===== src/source/mem_shim_macros.svh =====
// Sizing constants shared by the split read/write memory shim and its testbench
`ifndef MEM_SHIM_MACROS_SVH
`define MEM_SHIM_MACROS_SVH

// Word address width on both command channels
`define ADDR_WIDTH 8

// Data width in bits, always a whole number of bytes
`define DATA_WIDTH 32

// Words actually implemented by the memory
// Any address at or above this value is out of range and answers SLVERR
`define MEM_WORDS 128

// Entries in each of the read and write command queues
`define CMD_FIFO_DEPTH 8

// Commands the master may still issue after it sees waitrequest high
`define ALMFULL_THRESHOLD 2

`endif


===== src/source/mem_bus_pkg.sv =====
// Command and response types carried on the master's read and write channels
`include "mem_shim_macros.svh"

package mem_bus_pkg;

    // Response code on both return channels, Avalon encoding
    typedef enum logic [1:0]
    {
        OKAY   = 2'b00,
        SLVERR = 2'b10
    } rsp_code_e;

    // A read command carries only the word address
    typedef struct packed
    {
        logic [`ADDR_WIDTH-1:0] addr;
    } rd_cmd_t;

    // A write command carries the address, the data and one enable per byte
    typedef struct packed
    {
        logic [`ADDR_WIDTH-1:0]   addr;
        logic [`DATA_WIDTH-1:0]   data;
        logic [`DATA_WIDTH/8-1:0] byteenable;
    } wr_cmd_t;

    // Read data comes back together with its response code
    typedef struct packed
    {
        logic [`DATA_WIDTH-1:0] data;
        rsp_code_e              rsp;
    } rd_rsp_t;

    // A write response is only the code
    typedef struct packed
    {
        rsp_code_e rsp;
    } wr_rsp_t;

endpackage


===== src/source/mem_cmd_decode.sv =====
// Command decode, queues read and write commands and drives the almost-full waitrequests
`timescale 1ns/1ps
`include "mem_shim_macros.svh"

module mem_cmd_decode
(
    input  logic                 mem_master,
    input  logic                 reset,
    input  logic                 rd_read,
    input  mem_bus_pkg::rd_cmd_t rd_cmd,
    input  logic                 wr_write,
    input  mem_bus_pkg::wr_cmd_t wr_cmd,
    input  logic                 rd_pop,
    input  logic                 wr_pop,
    output logic                 rd_waitrequest,
    output logic                 wr_waitrequest,
    output logic                 rd_pending,
    output mem_bus_pkg::rd_cmd_t rd_head,
    output logic                 wr_pending,
    output mem_bus_pkg::wr_cmd_t wr_head,
    output logic                 cmd_overflow
);

    localparam int PTR_W = $clog2(`CMD_FIFO_DEPTH);
    localparam int CNT_W = PTR_W + 1;

    // Free slots at or below which waitrequest is raised
    // One slot above the threshold covers the strobe the master had
    // already launched when it last sampled waitrequest low
    localparam int HOLD_BACK = `ALMFULL_THRESHOLD + 1;

    mem_bus_pkg::rd_cmd_t rd_q [`CMD_FIFO_DEPTH];
    mem_bus_pkg::wr_cmd_t wr_q [`CMD_FIFO_DEPTH];

    logic [PTR_W-1:0] rd_wptr, rd_rptr, wr_wptr, wr_rptr;
    logic [CNT_W-1:0] rd_count, rd_count_next, wr_count, wr_count_next;
    logic             rd_full, rd_push, wr_full, wr_push;

    // Circular pointer step, wraps for any depth
    function automatic logic [PTR_W-1:0] ptr_inc(input logic [PTR_W-1:0] ptr);
        if (ptr == PTR_W'(`CMD_FIFO_DEPTH - 1))
            return '0;
        return ptr + 1'b1;
    endfunction

    // True when the occupancy after this edge leaves too little room
    function automatic logic almost_full(input logic [CNT_W-1:0] cnt);
        return (CNT_W'(`CMD_FIFO_DEPTH) - cnt) <= CNT_W'(HOLD_BACK);
    endfunction

    // A strobe that meets a full queue is lost, never pushed
    assign rd_full = (rd_count == CNT_W'(`CMD_FIFO_DEPTH));
    assign wr_full = (wr_count == CNT_W'(`CMD_FIFO_DEPTH));
    assign rd_push = rd_read && !rd_full;
    assign wr_push = wr_write && !wr_full;

    assign rd_count_next = rd_count + CNT_W'(rd_push) - CNT_W'(rd_pop);
    assign wr_count_next = wr_count + CNT_W'(wr_push) - CNT_W'(wr_pop);

    // The head entry is visible as soon as the push edge has passed
    assign rd_pending = (rd_count != '0);
    assign wr_pending = (wr_count != '0);
    assign rd_head    = rd_q[rd_rptr];
    assign wr_head    = wr_q[wr_rptr];

    always_ff @(posedge mem_master)
    begin
        if (reset)
        begin
            rd_wptr        <= '0;
            rd_rptr        <= '0;
            rd_count       <= '0;
            wr_wptr        <= '0;
            wr_rptr        <= '0;
            wr_count       <= '0;
            // The master sees back-pressure until the first edge out of reset
            rd_waitrequest <= 1'b1;
            wr_waitrequest <= 1'b1;
            cmd_overflow   <= 1'b0;
        end
        else
        begin
            if (rd_push)
                rd_wptr <= ptr_inc(rd_wptr);
            if (rd_pop)
                rd_rptr <= ptr_inc(rd_rptr);
            if (wr_push)
                wr_wptr <= ptr_inc(wr_wptr);
            if (wr_pop)
                wr_rptr <= ptr_inc(wr_rptr);
            rd_count       <= rd_count_next;
            wr_count       <= wr_count_next;
            rd_waitrequest <= almost_full(rd_count_next);
            wr_waitrequest <= almost_full(wr_count_next);
            // Sticky until reset so a single lost command is never missed
            cmd_overflow   <= cmd_overflow || (rd_read && rd_full) || (wr_write && wr_full);
        end
    end

    // Queue storage
    always_ff @(posedge mem_master)
    begin
        if (rd_push)
            rd_q[rd_wptr] <= rd_cmd;
        if (wr_push)
            wr_q[wr_wptr] <= wr_cmd;
    end

endmodule


===== config.mk =====
export PLATFORM = sky130hd
export DESIGN_NAME = mem_cmd_decode
export DESIGN_NICKNAME = d
export VERILOG_FILES = /design/src/source/mem_bus_pkg.sv /design/src/source/mem_cmd_decode.sv
export VERILOG_INCLUDE_DIRS = /design/src /design/src/source
export SDC_FILE = /design/constraint.sdc
export NUM_CORES = 1
export LEC_CHECK = 0
export ABC_AREA = 0
export BUFFER_PORTS_ARGS = -buffer_cell sky130_fd_sc_hd__buf_2
export CELL_PAD_IN_SITES_DETAIL_PLACEMENT = 1
export CELL_PAD_IN_SITES_GLOBAL_PLACEMENT = 1
export CORE_AREA = 2 2 196 217
export CTS_CLUSTER_SIZE = 16
export DETAILED_ROUTE_END_ITERATION = 6
export DIE_AREA = 0 0 198 219
export PLACE_DENSITY_LB_ADDON = 0.2
export RECOVER_POWER = 25
export SLEW_MARGIN = 10
export SYNTH_ARGS = -nofsm -noshare
export SYNTH_HDL_FRONTEND = slang
export SYNTH_SLANG_ARGS = --single-unit
export TNS_END_PERCENT = 5

===== constraint.sdc =====
create_clock -name mem_master -period 6.6 [get_ports mem_master]
set_input_delay 0.66 -clock mem_master [delete_from_list [all_inputs] [get_ports mem_master]]
set_output_delay 0.66 -clock mem_master [all_outputs]
set_load 0.02 [all_outputs]

==> flow_summary.ini <==
[outcome]
status = complete, no violations

[clock_network]
cts_hold_buf = 0
clock-sinks = 445
cts_buffer_depth = 3
ctsResizeCount = 0
cts_inserted_buffers = 46
cts.clk_slew.worst_paths_ns = 0.06
clk_latency_ns = 0.57
htreeDepth = 2
cts_setup_buffers = 0
root_buffer = clkbuf_16
cts_tree = yes

[power]
power.leakage_nw = 6.397
power.total_mw = 6.596
p_per_area_mw_per_mm2 = 333.5
ir_drop_uv = 212.1

[setup_path]
max_stage_delay_ns = 0.80
critical_path_required_ns = 5.94
reg2reg_from = rd_count[1]
end_kind = output pin
worst-r2r-setup-slack_ns = 3.94
cp_cell_sequence = buf_4, mux4_2, mux2_4, buf_2
cp_slowest_cell = buf_4
r2r_end = rd_waitrequest
critPathKind = reg2out
ff2ff_path_depth = 11
startpoint_type = flip-flop
path_max_fanout = 61
cp.arrival_ns = 2.92

[synthesis]
syn_area_mm2 = 0.01714
synth_ff_type = edfxtp_1
yosys_register_bits = 445
yosysTopAreaCellShare = 0.7287
yosys-top-cells-count = 416 x edfxtp_1, 104 x mux4_2, 38 x mux2_2
ys_warn_count = 0
synth_nets = 848
synth_top_area_cell = edfxtp_1
syn_avg_cell_area_um2 = 22.32
synth_seq_area_share = 0.7626
synthDistinctLibCells = 33
synth-edff-count = 416
syn_inst = 768
synthArstFlopShare = 0
ys_top_cells_by_area = edfxtp_1 73%, mux4_2 14%, dfxtp_1 3.4%
synth.most_common_cell = edfxtp_1

[grt]
grt_max_degree = 74
first_global_vias = 8621
grtUsageTotal = 0.1652
antenna_found_initial = 4
grt.overflow.total = 0
grt_pass1_wl_um = 52430

[worst_hold_path]
min-delay-start = wr_write
hold_path.class = in2reg
hold-path-endpoint = wr_wptr[2]
whs_path_depth = 3

[sta]
fin_crit_ns = 3.583
fmax_mhz = 279.1
relSlewSlack = 0.3434
setup_tns_ns = 0
final-setup-viol-count = 0
rsz0062_at_grt = no
tightest_slew_ns = 0.9813
hold_viol_final = 0
drv_slew = 0
fin_crit_sh = 0.5429
clock_skew_ns = 0.02428

[routing]
dr.pass1.iters = 4
via_count = 7777
post_drt_via_cell_ratio = 5.154
routedWlPerCell_um = 22.70
drt_iter0_markers = 459
antenna_left = 0
finalWirelength_um = 34260
drc_errors = 0

[floorplan]
core_area_mm2 = 0.04109
start_util = 0.4172
die_h_um = 219
die_x_um = 198
rows = 78
io_pins = 115
dieArea_mm2 = 0.04336

[job]
drv_cap = 0

[placement]
dp_hpwl_um = 18410
globalplace.congestion = 0.6711
port_buffers = 114

[cells_and_area]
regArea_mm2 = 0.01308
drive_above_1_share = 0.3502
layout.nets = 992
multiInputGateArea_mm2 = 0.003881
syn2layout_area_growth_pct = 15.39
n_fill_cell = 3711
[where the power goes]
| part | internal (mW) | leakage (nW) | total [mW] | switching, mW |
|---|---|---|---|---|
| Sequential | 3.25 | 4.01 | 3.31 | 0.0605 |
| Combinational | 0.373 | 1.68 | 0.865 | 0.492 |
| Clock | 1.39 | 0.698 | 2.42 | 1.03 |
| Total | 5.01 | 6.40 | 6.60 | 1.59 |
[metrics by stage]
stage / util / instances / worst slack, ns / area (um2) / hold slack [ns]
after detailed placement: 0.4483 / 1424 / 3.545 / 18420 / 0.5151
after global routing: 0.4814 / 1508 / 2.836 / 19780 / 0.3667
after global placement: 0.4483 / 1424 / 3.560 / 18420 / 0.5124
final: 0.4814 / 1509 / 3.017 / 19780 / 0.3715
after floorplan: - / 768 / 0.8362 / 17140 / 0.4897
after CTS: 0.4825 / 1508 / 2.910 / 19820 / 0.3265
[registers in the layout, summed over array words and instances, names as in the netlist, 3 cells and up, named ones only]
name,count
rd_rptr,3
rd_q,64
wr_rptr,3
rd_count,4
wr_wptr,3
wr_count,4
rd_wptr,3
wr_q,352
[placed cells by master (no fill, tap or decap), types with 3 or more instances in the layout]
master     instances
clkbuf_1          47
dfxtp_1           26
mux4_2           104
mux2_4            14
clkinv_1          10
edfxtp_1         416
buf_2             78
inv_1             14
nand3_1            7
clkinv_2          12
nand2_1           13
nor2_1            16
clkbuf_16         49
ha_1              20
nand2b_1           6
buf_4             15
nor2_4             3
a21oi_1           12
nor3_2             8
nor2b_1            6
mux2_2            38
mux2i_1            5
[worst max path at each step]
stage	start	to	slack (ns)	depth (start not counted)
global placement	flip-flop	wr_head[32]	3.56	4
global route	flip-flop	wr_head[5]	2.84	4
CTS	flip-flop	wr_head[32]	2.91	4
floorplan	wr_write	wr_q[0][0]	0.84	3
detailed placement	flip-flop	wr_head[32]	3.55	4
finish	flip-flop	wr_head[42]	3.02	4
[per-layer routing]
layer,global-route usage,part of all wire,vias to the layer above,wire length (um)
met1,0.2122,0.43,4083,14640
met5,0,0.0011,-,37
met2,0.2782,0.50,158,17070
li1,-,-,3471,-
met4,0.04687,0.020,6,696
met3,0.04334,0.053,59,1816
[worst max-delay path: cells and delay by family, from the launching register on]
| kind | cells | cell delay, ns |
|---|---|---|
| buffers and inverters | 2 | 0.96 |
| DFF | 1 | 0.63 |
| muxes | 2 | 0.70 |
[final cells by class]
class	count	area share
antenna	1	0.0001265
clock buffer	60	0.06408
clock inverter	24	0.006895
inverter	14	0.002657
multi-input combinational	275	0.1962
sequential	445	0.6613
tap	560	0.03542
timing repair buffer	130	0.03327
[cells by family after synthesis]
family,after synthesis,share of synthesized area
flip-flops,445,0.7626
multiplexers,161,0.1768
AND/OR/NAND/NOR,69,0.01971
buffers and inverters,48,0.01504
adder cells (fa/ha/maj),22,0.01693
AO/OA/AOI/OAI,19,0.006934
XOR/XNOR,4,0.002044
No activity file was read; power rests on OpenSTA's default activity.
