File: config.mk
export PLATFORM = sky130hd
export DESIGN_NAME = mem_execute
export DESIGN_NICKNAME = d
export VERILOG_FILES = /design/src/source/mem_bus_pkg.sv /design/src/source/mem_ctrl_pkg.sv /design/src/source/mem_execute.sv
export VERILOG_INCLUDE_DIRS = /design/src /design/src/source
export SDC_FILE = /design/constraint.sdc
export NUM_CORES = 2
export LEC_CHECK = 0
export ABC_AREA = 1
export BUFFER_PORTS_ARGS = -buffer_cell sky130_fd_sc_hd__buf_4
export CORE_UTILIZATION = 45
export CTS_CLUSTER_DIAMETER = 80
export CTS_CLUSTER_SIZE = 20
export DETAILED_ROUTE_END_ITERATION = 8
export GPL_TIMING_DRIVEN = 1
export SYNTH_ARGS = -nofsm -noshare
export SYNTH_HDL_FRONTEND = slang
export SYNTH_SLANG_ARGS = --single-unit
File: constraint.sdc
create_clock -name mem_master -period 2.39 [get_ports mem_master]
set_clock_uncertainty 0.1 [all_clocks]
set_input_delay 0.1195 -clock mem_master [delete_from_list [all_inputs] [get_ports mem_master]]
set_output_delay 0.1195 -clock mem_master [all_outputs]
set_load 0.03 [all_outputs]
File: src/source/mem_shim_macros.svh
// Sizing constants shared by the split read/write memory shim and its testbench
`ifndef MEM_SHIM_MACROS_SVH
`define MEM_SHIM_MACROS_SVH

// Word address width on both command channels
`define ADDR_WIDTH 8

// Data width in bits, always a whole number of bytes
`define DATA_WIDTH 32

// Words actually implemented by the memory
// Any address at or above this value is out of range and answers SLVERR
`define MEM_WORDS 128

// Entries in each of the read and write command queues
`define CMD_FIFO_DEPTH 8

// Commands the master may still issue after it sees waitrequest high
`define ALMFULL_THRESHOLD 2

`endif

File: src/source/mem_bus_pkg.sv
// Command and response types carried on the master's read and write channels
`include "mem_shim_macros.svh"

package mem_bus_pkg;

    // Response code on both return channels, Avalon encoding
    typedef enum logic [1:0]
    {
        OKAY   = 2'b00,
        SLVERR = 2'b10
    } rsp_code_e;

    // A read command carries only the word address
    typedef struct packed
    {
        logic [`ADDR_WIDTH-1:0] addr;
    } rd_cmd_t;

    // A write command carries the address, the data and one enable per byte
    typedef struct packed
    {
        logic [`ADDR_WIDTH-1:0]   addr;
        logic [`DATA_WIDTH-1:0]   data;
        logic [`DATA_WIDTH/8-1:0] byteenable;
    } wr_cmd_t;

    // Read data comes back together with its response code
    typedef struct packed
    {
        logic [`DATA_WIDTH-1:0] data;
        rsp_code_e              rsp;
    } rd_rsp_t;

    // A write response is only the code
    typedef struct packed
    {
        rsp_code_e rsp;
    } wr_rsp_t;

endpackage

File: src/source/mem_ctrl_pkg.sv
// Opcode and state encodings used inside the memory executor
package mem_ctrl_pkg;

    // Channel served by the executor, kept as the last grant for round robin
    typedef enum logic
    {
        OP_READ  = 1'b0,
        OP_WRITE = 1'b1
    } mem_op_e;

    // Executor FSM states
    // EX_HOLD covers the stalled cycles and the recovery cycle after them
    typedef enum logic [1:0]
    {
        EX_IDLE  = 2'b00,
        EX_ISSUE = 2'b01,
        EX_HOLD  = 2'b10
    } exec_state_e;

endpackage

File: src/source/mem_execute.sv
// Memory executor, arbitrates the two queues and performs one access per cycle
`timescale 1ns/1ps
`include "mem_shim_macros.svh"

module mem_execute
(
    input  logic                 mem_master,
    input  logic                 reset,
    input  logic                 mem_stall,
    input  logic                 rd_pending,
    input  mem_bus_pkg::rd_cmd_t rd_head,
    input  logic                 wr_pending,
    input  mem_bus_pkg::wr_cmd_t wr_head,
    output logic                 rd_pop,
    output logic                 wr_pop,
    output logic                 rd_done,
    output mem_bus_pkg::rd_rsp_t rd_result,
    output logic                 wr_done,
    output mem_bus_pkg::wr_rsp_t wr_result
);

    localparam int MEM_AW = $clog2(`MEM_WORDS);
    localparam int BE_W   = `DATA_WIDTH / 8;

    logic [`DATA_WIDTH-1:0] mem_array [`MEM_WORDS];

    mem_ctrl_pkg::exec_state_e ex_state, ex_state_next;
    mem_ctrl_pkg::mem_op_e     last_op;

    logic                   issue_ok;
    logic                   rd_in_range, wr_in_range;
    logic [MEM_AW-1:0]      rd_index, wr_index;
    logic [`DATA_WIDTH-1:0] wr_merged;

    // No access while the slave is busy, nor in the recovery cycle after it
    assign issue_ok = !mem_stall && (ex_state != mem_ctrl_pkg::EX_HOLD);

    // Round robin, the channel not served last wins a tie
    assign rd_pop = issue_ok && rd_pending &&
                    (!wr_pending || last_op == mem_ctrl_pkg::OP_WRITE);
    assign wr_pop = issue_ok && wr_pending &&
                    (!rd_pending || last_op == mem_ctrl_pkg::OP_READ);

    assign rd_in_range = int'(rd_head.addr) < `MEM_WORDS;
    assign wr_in_range = int'(wr_head.addr) < `MEM_WORDS;
    assign rd_index    = rd_head.addr[MEM_AW-1:0];
    assign wr_index    = wr_head.addr[MEM_AW-1:0];

    // Read-modify-write, only enabled bytes take the new data
    always_comb
    begin
        wr_merged = mem_array[wr_index];
        for (int b = 0; b < BE_W; b++)
        begin
            if (wr_head.byteenable[b])
                wr_merged[8*b +: 8] = wr_head.data[8*b +: 8];
        end
    end

    always_comb
    begin
        if (mem_stall)
            ex_state_next = mem_ctrl_pkg::EX_HOLD;
        else if (rd_pending || wr_pending)
            ex_state_next = mem_ctrl_pkg::EX_ISSUE;
        else
            ex_state_next = mem_ctrl_pkg::EX_IDLE;
    end

    always_ff @(posedge mem_master)
    begin
        if (reset)
        begin
            ex_state <= mem_ctrl_pkg::EX_IDLE;
            // Reads go first when both channels start together
            last_op  <= mem_ctrl_pkg::OP_WRITE;
            rd_done  <= 1'b0;
            wr_done  <= 1'b0;
        end
        else
        begin
            ex_state <= ex_state_next;
            if (rd_pop)
                last_op <= mem_ctrl_pkg::OP_READ;
            else if (wr_pop)
                last_op <= mem_ctrl_pkg::OP_WRITE;
            // Done pulses line up with the edge that pops the queue
            rd_done <= rd_pop;
            wr_done <= wr_pop;
        end
    end

    // Memory access and response payload
    always_ff @(posedge mem_master)
    begin
        if (rd_pop)
        begin
            rd_result.data <= rd_in_range ? mem_array[rd_index] : '0;
            rd_result.rsp  <= rd_in_range ? mem_bus_pkg::OKAY : mem_bus_pkg::SLVERR;
        end
        if (wr_pop)
        begin
            // Out of range writes leave the array untouched
            if (wr_in_range)
                mem_array[wr_index] <= wr_merged;
            wr_result.rsp <= wr_in_range ? mem_bus_pkg::OKAY : mem_bus_pkg::SLVERR;
        end
    end

endmodule

==> results <==
- The largest single stage delay on the critical path is 0.97 ns.
- The share of the yosys chip area belonging to registers is 73.64%.
- The minimum clock period after layout is roughly 2.4 ns.
- The critical register-to-register path startpoint is mem_array[1][6]$_DFFE_PP_.
- The checks that failed: design-rule violations, negative setup slack.
- The number of endpoints failing setup at the final stage is 1.
- The clock tree synthesis step divided the H-tree into 4 levels.
- Clock tree synthesis inserted a total of 233 buffers.
- The final worst hold slack is 0.03952 ns.
- The worst hold path begins at wr_head[12].
- The last weighted congestion value of the routability-driven placer is ~0.92.
- The global-route usage over all layers is 27.95%.
- The critical path required time is between 2 and 2.5 ns.
- The setup slack after layout is -0.04540 ns.
- The number of cells produced by synthesis is approximately 14,000.
- The number of placement rows is around 220.
- Each instance of the synthesized netlist takes up on average roughly 12 µm².
- The first TritonRoute pass finished after 8 iterations.
- The initial antenna violation count is 42.
- The worst slack at placement is -0.7045 ns.
- In the routed design, unresolved DRC markers number 18.
- For this design the ratio of total power to cell area is 680.6 mW/mm².
- The die is between 600 and 700 µm wide.
- The number of global-route vias before repair is between 100k and 150k.
- For the worst-skew pair, the clock arrives at the later sink with an insertion delay of 1.00 ns.
- The family of cells with the greatest summed delay on the critical path is flip-flops.
- The run finished, with violations left.
- Walking the worst path, the cells encountered are buf_6.
- The maximum clock frequency is roughly 410 MHz.
- The total wire length after detailed routing is between 500,000 and 600,000 µm.
- For this run the aggregate overflow at the end of global routing stands at 0.
- Counting both buffers and inverters, the worst setup path holds a total of 1.
- The number of fill cells is between 30,000 and 40,000.
- Counting tap cells, the placed design contains a total of just under 20,000 instances.
- The critical path is of the reg2out type.
- The number of routed nets with antenna violations is 0.
- At the pin with the least slew margin, the transition time is 0.9590 ns.
- Compared with the post-synthesis result, the final layout area differs by 14.68%.
- The number of maximum-capacitance constraint violations is 0.
- The vias per cell is 5.713.
- In this run the worst setup path begins at rd_result[29]$_SDFFCE_PP0P_.
- Detailed routing inserted a total of between 100k and 150k vias.
- The slowest stage of the critical path is the sky130_fd_sc_hd__edfxtp_1 cell.
- The final-stage net count is roughly 15,000.
- The global-route wire length before repair is 765,500 µm.
- The flip-flop and latch count after synthesis is slightly above 4,000.
- The wire length per cell after detailed routing is 26.42 µm.
- The number of top-level design ports is 97.
- The clock tree from TritonCTS is done.
- The iteration-0 DRC count of the detailed router is 14,850.
- The floorplan core area is between 0.3 and 0.4 mm².
- The kind of path behind the tightest hold check is in2reg.
- The largest net degree at the start of global routing is between 100 and 150.
- From bottom edge to top edge, the die measures 614.0 µm.
- Data arrives at the worst endpoint at between 2 and 2.5 ns.
- The final cell count without fillers is 20,250.
- The initial utilization of the core area, before any placement, comes to a little under half.
- Of the available clock period, the critical path in the final layout requires 101.9%.
- The number of sinks driven by the clock tree is 4,135.
- Of the cells placed in the final design, the portion with a size suffix greater than 1 is a little over an eighth.
- The floorplan step defined a die boundary enclosing roughly 0.38 mm².
- The count of final max-slew check failures is 0.
- Buffers placed on the I/O ports in this run total 94.
- The kind of start point of the critical path is a flop.
- The endpoint type of the worst setup path is a primary output.
- Across the VDD grid, the largest voltage drop is 0.6700 mV.
- The number of endpoints with negative hold slack in the final report came to 0.
- The clock transition at the registers of the reported paths is 0.09 ns.
- The post-layout utilization of the core is 51.89%.
- The worst-path maximum fanout is 1.
- The maximum number of buffers from clock root to sink is 4.
- Setup repair after global routing left no endpoint under its margin.
- The mapped netlist covers between 0.15 and 0.2 mm².
- The total of warnings raised by yosys is 0.
- The HPWL reported at the end of detailed placement is ~360,000 µm.
- The count of unique library cells instantiated by Yosys is 18.
- Headroom to the max-slew limit came out at a little over a third.
- The static leakage power is roughly 0.069 µW.
- The clock tree root driver cell is sky130_fd_sc_hd__clkbuf_16.
-- cells in the mapped netlist --
| cell type | n | area (µm²) |
|---|---|---|
| sky130_fd_sc_hd__buf_2 | 454 | 2272 |
| sky130_fd_sc_hd__clkbuf_1 | 198 | 743.2 |
| sky130_fd_sc_hd__edfxtp_1 | 4130 | 124000 |
| sky130_fd_sc_hd__buf_8 | 2 | 30.03 |
| sky130_fd_sc_hd__dfxtp_1 | 5 | 100.1 |
| sky130_fd_sc_hd__nand3_1 | 3873 | 19380 |
| sky130_fd_sc_hd__buf_6 | 113 | 1272 |
| sky130_fd_sc_hd__nand2_1 | 4559 | 17110 |
| sky130_fd_sc_hd__inv_2 | 2 | 7.510 |
| sky130_fd_sc_hd__nor3_1 | 10 | 50.05 |
| sky130_fd_sc_hd__inv_4 | 2 | 12.51 |
| sky130_fd_sc_hd__conb_1 | 1 | 3.750 |
| sky130_fd_sc_hd__a21oi_1 | 2 | 10.01 |
| sky130_fd_sc_hd__nor2_1 | 598 | 2245 |
| sky130_fd_sc_hd__buf_12 | 1 | 20.02 |
| sky130_fd_sc_hd__buf_4 | 122 | 915.9 |
| sky130_fd_sc_hd__buf_1 | 79 | 296.5 |
| sky130_fd_sc_hd__inv_1 | 14 | 52.55 |
-- per-layer routing --
| metal | up-vias | GRT usage [%] | share of wire, % |
|---|---|---|---|
| li1 | 51960 | - | - |
| met2 | 5545 | 43.89 | 46 |
| met3 | 979 | 4.788 | 9.3 |
| met4 | 18 | 12.69 | 5.0 |
| met1 | 57170 | 38.18 | 40 |
| met5 | - | 0 | 0.024 |
-- cells in the final DEF (no fill, tap or decap), types with 2 or more instances in the layout --
master and count:
sky130_fd_sc_hd__nand2_4 3, sky130_fd_sc_hd__buf_6 23, sky130_fd_sc_hd__buf_12 307, sky130_fd_sc_hd__nor2_4 9, sky130_fd_sc_hd__nor3_2 8, sky130_fd_sc_hd__clkinv_16 2, sky130_fd_sc_hd__clkinv_1 3, sky130_fd_sc_hd__clkinv_2 3
sky130_fd_sc_hd__buf_4 1371, sky130_fd_sc_hd__clkbuf_1 20, sky130_fd_sc_hd__buf_8 3, sky130_fd_sc_hd__inv_16 6, sky130_fd_sc_hd__inv_1 11, sky130_fd_sc_hd__edfxtp_1 4130, sky130_fd_sc_hd__conb_1 2, sky130_fd_sc_hd__inv_6 7
sky130_fd_sc_hd__inv_8 2, sky130_fd_sc_hd__nand3_1 3871, sky130_fd_sc_hd__nand2_1 4555, sky130_fd_sc_hd__buf_16 2, sky130_fd_sc_hd__diode_2 28, sky130_fd_sc_hd__nand3_2 2, sky130_fd_sc_hd__clkinv_8 4, sky130_fd_sc_hd__nor3_1 2
sky130_fd_sc_hd__dlygate4sd3_1 66, sky130_fd_sc_hd__dfxtp_1 5, sky130_fd_sc_hd__nor2_2 20, sky130_fd_sc_hd__nor2_1 569, sky130_fd_sc_hd__clkbuf_16 234
-- area by class of cell --
| class | instances | area (µm²) | share of cell area (%) |
|---|---|---|---|
| clock inverters | 23 | 316.6 | 0.1638 |
| clock buffers | 254 | 5931 | 3.068 |
| repair buffers | 1773 | 17490 | 9.049 |
| multi-input cells | 9044 | 39020 | 20.19 |
| well taps | 4972 | 6221 | 3.218 |
| diodes | 28 | 70.07 | 0.03625 |
| flip-flops and latches | 4135 | 124100 | 64.21 |
| inverters | 18 | 121.4 | 0.06279 |
-- state kept, by name, indices dropped and copies added (netlist names) --
register / count
last_op: 1
rd_result: 33
mem_array: 4096
ex_state: 2
rd_done: 1
wr_done: 1
wr_result: 1
-- final timing paths --
kind / cells after the start / slack (ns) / end
min reg2reg: 2 / 0.40 / last_op$_SDFFE_PP1P_
max reg2reg: 10 / 0.03 / rd_result[8]$_SDFFCE_PP0P_
max: 1 / -0.05 / rd_result[29]
min: 2 / 0.04 / mem_array[34][8]$_DFFE_PP_
-- power by group --
part	total (µW)	internal, µW	switching [µW]
combinational	10700	3360	7350
sequential	79800	79700	100
clock	41100	17800	23300
total	132000	101000	30700
-- per-stage QoR --
stage               setup TNS, ns  total power, µW  instance area [µm²]
global placement           -23.46            91840               186000
floorplan                       0            86450               168600
finish                   -0.04540           131500               193300
CTS                       -0.6406           131900               193200
global route                    0           134800               193200
detailed placement         -21.74            91920               186000
-- kinds of logic (layout without fill, tap and decap cells) --
group           count (synthesis)  in the layout  share of synthesized area (%)
compound gates                  2              2                       0.005939
other cells                     1             30                       0.002225
buf+inv                       987           2068                          3.336
simple gates                 9040           9040                          23.01
flops                        4135           4135                          73.64
-- what timing repair did --
item,4_1_cts,5_1_grt
setup buffers,1,2
hold endpoints to repair,6500,0
resized for setup,45,15
pin swaps,1,1
hold buffers,67,0
endpoints found under the setup margin,272,701
cloned,1,0
(Power assumes the default switching activity.)
