$ cat src/source/mem_shim_macros.svh
// Sizing constants shared by the split read/write memory shim and its testbench
`ifndef MEM_SHIM_MACROS_SVH
`define MEM_SHIM_MACROS_SVH

// Word address width on both command channels
`define ADDR_WIDTH 8

// Data width in bits, always a whole number of bytes
`define DATA_WIDTH 32

// Words actually implemented by the memory
// Any address at or above this value is out of range and answers SLVERR
`define MEM_WORDS 128

// Entries in each of the read and write command queues
`define CMD_FIFO_DEPTH 8

// Commands the master may still issue after it sees waitrequest high
`define ALMFULL_THRESHOLD 2

`endif

$ cat src/source/mem_bus_pkg.sv
// Command and response types carried on the master's read and write channels
`include "mem_shim_macros.svh"

package mem_bus_pkg;

    // Response code on both return channels, Avalon encoding
    typedef enum logic [1:0]
    {
        OKAY   = 2'b00,
        SLVERR = 2'b10
    } rsp_code_e;

    // A read command carries only the word address
    typedef struct packed
    {
        logic [`ADDR_WIDTH-1:0] addr;
    } rd_cmd_t;

    // A write command carries the address, the data and one enable per byte
    typedef struct packed
    {
        logic [`ADDR_WIDTH-1:0]   addr;
        logic [`DATA_WIDTH-1:0]   data;
        logic [`DATA_WIDTH/8-1:0] byteenable;
    } wr_cmd_t;

    // Read data comes back together with its response code
    typedef struct packed
    {
        logic [`DATA_WIDTH-1:0] data;
        rsp_code_e              rsp;
    } rd_rsp_t;

    // A write response is only the code
    typedef struct packed
    {
        rsp_code_e rsp;
    } wr_rsp_t;

endpackage

$ cat src/source/mem_result_stage.sv
// Result stage, registers read data and write responses onto the master's return channels
`timescale 1ns/1ps

module mem_result_stage
(
    input  logic                 mem_master,
    input  logic                 reset,
    input  logic                 rd_done,
    input  mem_bus_pkg::rd_rsp_t rd_result,
    input  logic                 wr_done,
    input  mem_bus_pkg::wr_rsp_t wr_result,
    output logic                 rd_readdatavalid,
    output mem_bus_pkg::rd_rsp_t rd_rsp,
    output logic                 wr_writeresponsevalid,
    output mem_bus_pkg::wr_rsp_t wr_rsp
);

    // Valid pulses trail the executor's done pulses by one cycle
    // Reset holds them low so no stray response leaves the shim
    always_ff @(posedge mem_master)
    begin
        if (reset)
        begin
            rd_readdatavalid      <= 1'b0;
            wr_writeresponsevalid <= 1'b0;
        end
        else
        begin
            rd_readdatavalid      <= rd_done;
            wr_writeresponsevalid <= wr_done;
        end
    end

    // Payload is captured only with a completion and holds between them
    always_ff @(posedge mem_master)
    begin
        if (rd_done)
            rd_rsp <= rd_result;
        if (wr_done)
            wr_rsp <= wr_result;
    end

endmodule

$ cat config.mk
export PLATFORM = sky130hd
export DESIGN_NAME = mem_result_stage
export DESIGN_NICKNAME = d
export VERILOG_FILES = /design/src/source/mem_bus_pkg.sv /design/src/source/mem_result_stage.sv
export VERILOG_INCLUDE_DIRS = /design/src /design/src/source
export SDC_FILE = /design/constraint.sdc
export NUM_CORES = 1
export LEC_CHECK = 0
export BUFFER_PORTS_ARGS = -buffer_cell sky130_fd_sc_hd__clkbuf_2
export CAP_MARGIN = 20
export CELL_PAD_IN_SITES_DETAIL_PLACEMENT = 1
export CELL_PAD_IN_SITES_GLOBAL_PLACEMENT = 1
export CORE_ASPECT_RATIO = 1.2
export CORE_UTILIZATION = 28
export DETAILED_ROUTE_END_ITERATION = 6
export PLACE_DENSITY = 0.75
export SYNTH_ARGS = -nofsm -noshare
export SYNTH_HDL_FRONTEND = slang
export SYNTH_SLANG_ARGS = --single-unit
$ cat constraint.sdc
create_clock -name mem_master -period 0.8 [get_ports mem_master]
set_input_delay 0 -clock mem_master [delete_from_list [all_inputs] [get_ports mem_master]]
set_output_delay 0 -clock mem_master [all_outputs]
set_load 0.01 [all_outputs]
==> results.txt, run 1 <==
VDD sags by at most 1.17 mV. When the netlist entered floorplanning its net count stood at 80. STA classifies the critical path endpoint as an output pin.

The number of antenna diodes in the final layout is 0. For the minimum setup slack in the final design, the log shows -0.0250 ns. The worst-case headroom to the max-slew limit is 0.910, and the distinct cell type count of the synthesized netlist is 3. After detailed routing, the total wire length is 2920 um. In this run the vertical extent of the chip is 71.7 um. Nature of the critical path startpoint: a flop.

The total via count after detailed routing was 859. The routed design could run at a clock period as short as 0.825 ns. The run gives 0 as the post-detailed-route count of antenna-violating nets. The final period utilization was 1.03; the number of synthesized register bits was 38. The highest-delay cell along the critical path was sky130_fd_sc_hd__edfxtp_1. The run gives 0.80 ns as the critical path required time. In the final timing run, aggregate negative setup slack is -0.0309 ns.

The number of buffers and inverters on the critical path is 1. The tools report the max-slew violation count as 0. The final count of negative-setup-slack endpoints is 4. The number of global-route vias before repair came out at 1,012. The CTS root buffer was sky130_fd_sc_hd__clkbuf_8. During I/O placement, the number of pins put on the boundary was 78. The logs give 0.989 for the sequential element share of the synthesized area and 0 for the DRC violation count after routing. The wire length of the first global-routing pass was 4550 um; the actual slew at the worst max-slew pin was 0.135 ns.

The floorplan core area is 3750 um^2, and the number of buffers added by the clock tree synthesis step is 5. Entering global routing, the biggest net connects 19 pins. In the final routed layout, each cell accounts on average for 13.4 um. Relative to the synthesized area, the layout overhead comes to 84.7%. The filler cell count in the final layout is 385.

After the first detailed-routing iteration, the DRC count stood at 8. The initial antenna violation count came out at 0. The synthesized instance count came out at 40. The H-tree was split into 2 levels.

The number of placed instances, taps included came out at 172. The highest fanout seen on the critical path was 1; the total count of hold-check failures in the final report was 0. The count of cells in the finished layout, fillers not included, comes to 218. Count of standard-cell rows: 24.

On the critical path the largest part of the delay comes from flip-flops. In this run the horizontal extent of the chip is 60.1 um. Data on the critical path arrives at its endpoint at 0.83 ns. TritonCTS built the clock tree.

The post-synth design cell area is 1130 um^2. The longest clock path from root to sink contains 2 buffers. The area of the die came out at 4310 um^2. The power per standard cell area came out at 1970 nW/um^2. Walking the worst path, the cells encountered are clkbuf_2. The count of TritonRoute iterations in the first routing pass came out at 4.

The proportion of layout cells with a drive suffix above 1 came out at 0.518. Routability-driven placement congestion ratio: 0.676. For this run, the top clock speed supported by timing is 1.21 GHz. The number of cells on the critical path was 1. Clock-pin transition on the worst setup and hold timing paths: 0.07 ns. The routing layer with the top usage in global route is met2. Kind of critical path: reg -> out. After detailed routing, the number of vias per cell comes to 3.94.

For the total global routing overflow, the log shows 0. The path class of the tightest hold or removal check is in -> reg. For the post-layout net count, the log shows 205. The tools report the global-route track usage on met1 as 0.133.

The tools report the overall global routing resource usage as 0.154. The run gives 0 as the number of buffers added for setup after CTS. The global-route met2 utilization is 0.301, and the half-perimeter wire length after detailed placement is 1790 um. The count of buffers added on input and output ports is 77. For the number of warnings printed during yosys synthesis, the log shows 0.

The run finished, with violations left. Counting instances, the worst hold path has a depth of 2. Setup repair after global routing could not meet its margin everywhere.

The average instance in the mapped netlist occupies 28.3 um^2. Across the run, the number of max-cap violations was 0. Clock tree synthesis found a total of 38 sinks. The global-route track usage on met3 is 0.0686. The leakage power summed over all cells came out at 0.918 nW.

The final reports fail on negative setup slack. On the worst path, the slowest cell contributes a delay of 0.40 ns. The initial standard-cell utilization of the core is 0.302.
## what timing repair did
| action | 4_1_cts | 5_1_grt |
|---|---|---|
| hold endpoints to repair | 40 | 0 |
| resized for setup | 0 | 1 |
| endpoints found under the setup margin | 12 | 34 |
| hold buffers | 38 | 0 |
## cell type report
type / instances / area, um^2 / share of cell area
well taps: 52 / 65.1 / 0.0311
repair buffers: 118 / 813 / 0.389
flip-flops and latches: 38 / 1120 / 0.536
multi-input cells: 2 / 12.5 / 0.00598
clock inverters: 2 / 8.76 / 0.00418
clock buffers: 6 / 72.6 / 0.0347
## metal layers
metal | wire (um) | vias to the layer above
met5 | 0 | -
met4 | 21 | 0
met3 | 197 | 4
met2 | 1790 | 51
met1 | 912 | 396
li1 | - | 408
## metrics by stage
step | instance area (um^2) | util | hold WS [ns] | setup WS [ns] | total power [W]
floorplan | 1130 | - | 0.0716 | 0.406 | 0.00252
global placement | 1630 | 0.435 | 0.178 | 0.169 | 0.00280
detailed placement | 1630 | 0.435 | 0.179 | 0.160 | 0.00282
CTS | 2090 | 0.558 | 0.144 | -0.0195 | 0.00417
global route | 2090 | 0.558 | 0.146 | -0.0771 | 0.00431
finish | 2090 | 0.558 | 0.148 | -0.0250 | 0.00413
## registers in the layout (all words and copies together), names as in the netlist
| name | cells |
|---|---|
| wr_rsp | 2 |
| rd_rsp | 34 |
| wr_writeresponsevalid | 1 |
| rd_readdatavalid | 1 |
## placed cells by master, fill, tap and decap left out
cell / instances
sky130_fd_sc_hd__buf_12: 2
sky130_fd_sc_hd__buf_2: 1
sky130_fd_sc_hd__buf_4: 1
sky130_fd_sc_hd__clkbuf_1: 1
sky130_fd_sc_hd__clkbuf_2: 76
sky130_fd_sc_hd__clkbuf_8: 5
sky130_fd_sc_hd__clkinv_1: 1
sky130_fd_sc_hd__clkinv_2: 1
sky130_fd_sc_hd__dfxtp_1: 2
sky130_fd_sc_hd__dlygate4sd3_1: 38
sky130_fd_sc_hd__edfxtp_1: 36
sky130_fd_sc_hd__nor2b_1: 2
## final timing paths
check                  from                    to  slack [ns]
max    rd_rsp[20]$_DFFE_PP_            rd_rsp[20]       -0.03
min                 rd_done  rd_rsp[16]$_DFFE_PP_        0.15
## Yosys cell counts
library cell               number  area, um^2
sky130_fd_sc_hd__nor2b_1        2        12.5
sky130_fd_sc_hd__dfxtp_1        2        40.0
sky130_fd_sc_hd__edfxtp_1      36        1080
## power by group
| part | switching, W | total, W | internal (W) |
|---|---|---|---|
| Combinational | 0.000231 | 0.000537 | 0.000306 |
| Sequential | 0.0000405 | 0.00239 | 0.00235 |
| Clock | 0.000612 | 0.00121 | 0.000598 |
## cell families after synthesis
family	share of synthesized area
DFF	0.989
and+or+nand+nor	0.0110
Note: power is estimated with default switching activity, not from simulation.
==> inputs of run 2 (changes only) <==
- CELL_PAD_IN_SITES_DETAIL_PLACEMENT: 1 -> not set
- CELL_PAD_IN_SITES_GLOBAL_PLACEMENT: 1 -> not set
- CORE_UTILIZATION: 28 -> 36
- PLACE_DENSITY: 0.75 -> 0.76
==> results.txt, run 2 (synthesis gave the netlist of run 1 again) <==
The run finished, with violations left. The checks that failed: negative setup slack. Dividing the detail-routed wire length by the instance count gives 14.1 um. Counting the fill cells in the layout gives 195. After clock tree synthesis, the clock-pin slew on the worst setup and hold paths is 0.12 ns. The number of buffers and inverters on the critical path came out at 1.

STA puts the critical path data arrival time at 0.90 ns. The number of global-route vias before repair came out at 934. The number of buffers added for setup after CTS was 0; the final standard cell area without fillers was 2050 um^2. The run gives 1600 um^2 as the placed standard-cell area. The antenna cell count came out at 0. Number of placed I/O pins: 78. The clock drives 38 sinks. Among all stages on the critical path, the largest delay is contributed by sky130_fd_sc_hd__edfxtp_1. The minimum setup slack in the final design is -0.0974 ns. The post-layout net count was 204.

The worst setup path is of the reg -> out kind. The total global routing overflow was 0. The logs give 4 for the count of TritonRoute iterations in the first routing pass and 878 for the total via count after detailed routing.

The max capacitance violation total was 0; the total count of hold-check failures in the final report was 0. The top cell types in the final layout, fill and taps aside, are sky130_fd_sc_hd__clkbuf_2 (75), sky130_fd_sc_hd__dlygate4sd3_1 (38), sky130_fd_sc_hd__edfxtp_1 (36). The initial standard-cell utilization of the core was 0.392; the total routed wirelength was 2800 um.

Delay contributed by the slowest stage of the critical path: 0.41 ns. For the starting DRC count in detailed routing, the log shows 7. The first global-routing pass estimated 4150 um of wire.

The final period utilization was 1.12. The H-tree was split into 2 levels. The worst-case IR drop observed on VDD is 1.45 mV. Overall global routing resource usage: 0.190. The worst-case headroom to the max-slew limit was 0.908. For the pin count of the biggest net entering global routing, the log shows 19. The proportion of layout cells with a drive suffix above 1 is 0.533, and the utilization after layout is 0.711. For this design the ratio of total power to cell area is 1890 nW/um^2.

In this run the clock root is driven by a sky130_fd_sc_hd__clkbuf_4. The worst hold path belongs to the class in -> reg. The max-slew violation count came out at 0. The initialized floorplan defines 21 standard-cell rows. The count of nets left with antenna violations once routing finished came out at 0. Walking the worst path, the cells encountered are clkbuf_2. The logs give 3380 um^2 for the area of the die and 2890 um^2 for the floorplan core area. Nature of the critical path startpoint: a flop. The worst hold slack was 0.0962 ns.

At the pin with the least slew margin, the transition time is 0.138 ns. After detailed routing, the number of remaining DRC violations is 0. The largest registers in the layout are rd_rsp x34, wr_rsp x2. The number of buffers added on ports works out to 77. Derived from the worst setup path, the maximum achievable clock frequency is 1.11 GHz. Compared with the post-synthesis result, the final layout area differs by 81.2%. In the routed layout, each cell is associated on average with a via count of 4.41.

The library cell used most frequently in the layout, excluding fill and tap cells, is sky130_fd_sc_hd__clkbuf_2. STA classifies the critical path endpoint as an output pin. The highest fanout seen on the critical path is 1, and the number of buffers added by the clock tree synthesis step is 5.

Cell type group with the largest total delay on the critical path: flip-flops. For the initial antenna violation count, the log shows 0. Setup violations remaining at the end of the flow were counted as 37. The die is 53.2 um wide.

No sink is reached through more buffers than the 2 on the longest clock path. At the end of routability-driven placement, the weighted congestion stood at 0.674. The top register by number of flip-flops is rd_rsp. The run gives 0.904 nW as the leakage power summed over all cells. At the worst endpoint, the required time is 0.80 ns. Setup repair after global routing could not meet its margin everywhere. Measured along the y axis, the die boundary spans 63.5 um.

TritonCTS built the clock tree. The clock period minus final worst setup slack was 0.897 ns; the flip-flop count of the largest register, all copies and words added was 34.
-- run 2: changes by cell type in the layout (fill, tap and decap cells not counted) --
| cell | previous run | this run |
|---|---|---|
| sky130_fd_sc_hd__buf_2 | 1 | 0 |
| sky130_fd_sc_hd__buf_4 | 1 | 0 |
| sky130_fd_sc_hd__buf_6 | 0 | 2 |
| sky130_fd_sc_hd__clkbuf_1 | 1 | 0 |
| sky130_fd_sc_hd__clkbuf_2 | 76 | 75 |
| sky130_fd_sc_hd__clkbuf_4 | 0 | 5 |
| sky130_fd_sc_hd__clkbuf_8 | 5 | 0 |
| sky130_fd_sc_hd__clkinv_2 | 1 | 0 |
| sky130_fd_sc_hd__clkinvlp_4 | 0 | 1 |
| sky130_fd_sc_hd__dfxtp_1 | 2 | 0 |
| sky130_fd_sc_hd__dfxtp_2 | 0 | 2 |
| sky130_fd_sc_hd__inv_6 | 0 | 1 |
-- run 2: path summary, 6_finish.rpt --
kind | from | to | slack (ns) | cells past startpoint
worst max-delay path | rd_rsp[12]$_DFFE_PP_ | rd_rsp[12] | -0.1 | 1
worst min-delay path | rd_done | rd_rsp[22]$_DFFE_PP_ | 0.1 | 2
-- run 2: through the flow --
step	setup WS, ns	total power (W)	setup TNS, ns	instances
floorplan	0.406	0.00252	0	40
global placement	0.192	0.00280	0	153
detailed placement	0.186	0.00281	0	153
CTS	-0.114	0.00391	-3.19	199
global route	-0.151	0.00405	-4.29	199
finish	-0.0974	0.00389	-2.17	199
-- run 2: timing repair --
action                                 4_1_cts  5_1_grt
endpoints found under the hold margin       40        0
hold buffers                                38        0
gates resized for setup                      2        5
pin swaps                                    0        0
setup endpoints to repair                   38       38
-- run 2: where the power goes --
| group | switching, W | internal (W) | leakage [nW] |
|---|---|---|---|
| Sequential | 0.0000421 | 0.00234 | 0.370 |
| Clock | 0.000622 | 0.000343 | 0.0292 |
| Combinational | 0.000231 | 0.000309 | 0.506 |
| Total | 0.000896 | 0.00299 | 0.904 |
-- run 2: layer usage --
metal / vias to the layer above / wire length, um / GRT usage
met3: 9 / 320 / 0.0990
li1: 407 / - / -
met5: - / 0 / 0
met4: 0 / 89 / 0.115
met2: 64 / 1500 / 0.320
met1: 398 / 887 / 0.169
-- run 2: layout make-up --
type	count	area [um^2]	share of cell area
multi-input combinational	2	12.5	0.00609
clock buffer	5	37.5	0.0183
tap	34	42.5	0.0207
clock inverter	3	20.0	0.00974
timing repair buffer	117	818	0.398
sequential	38	1120	0.547
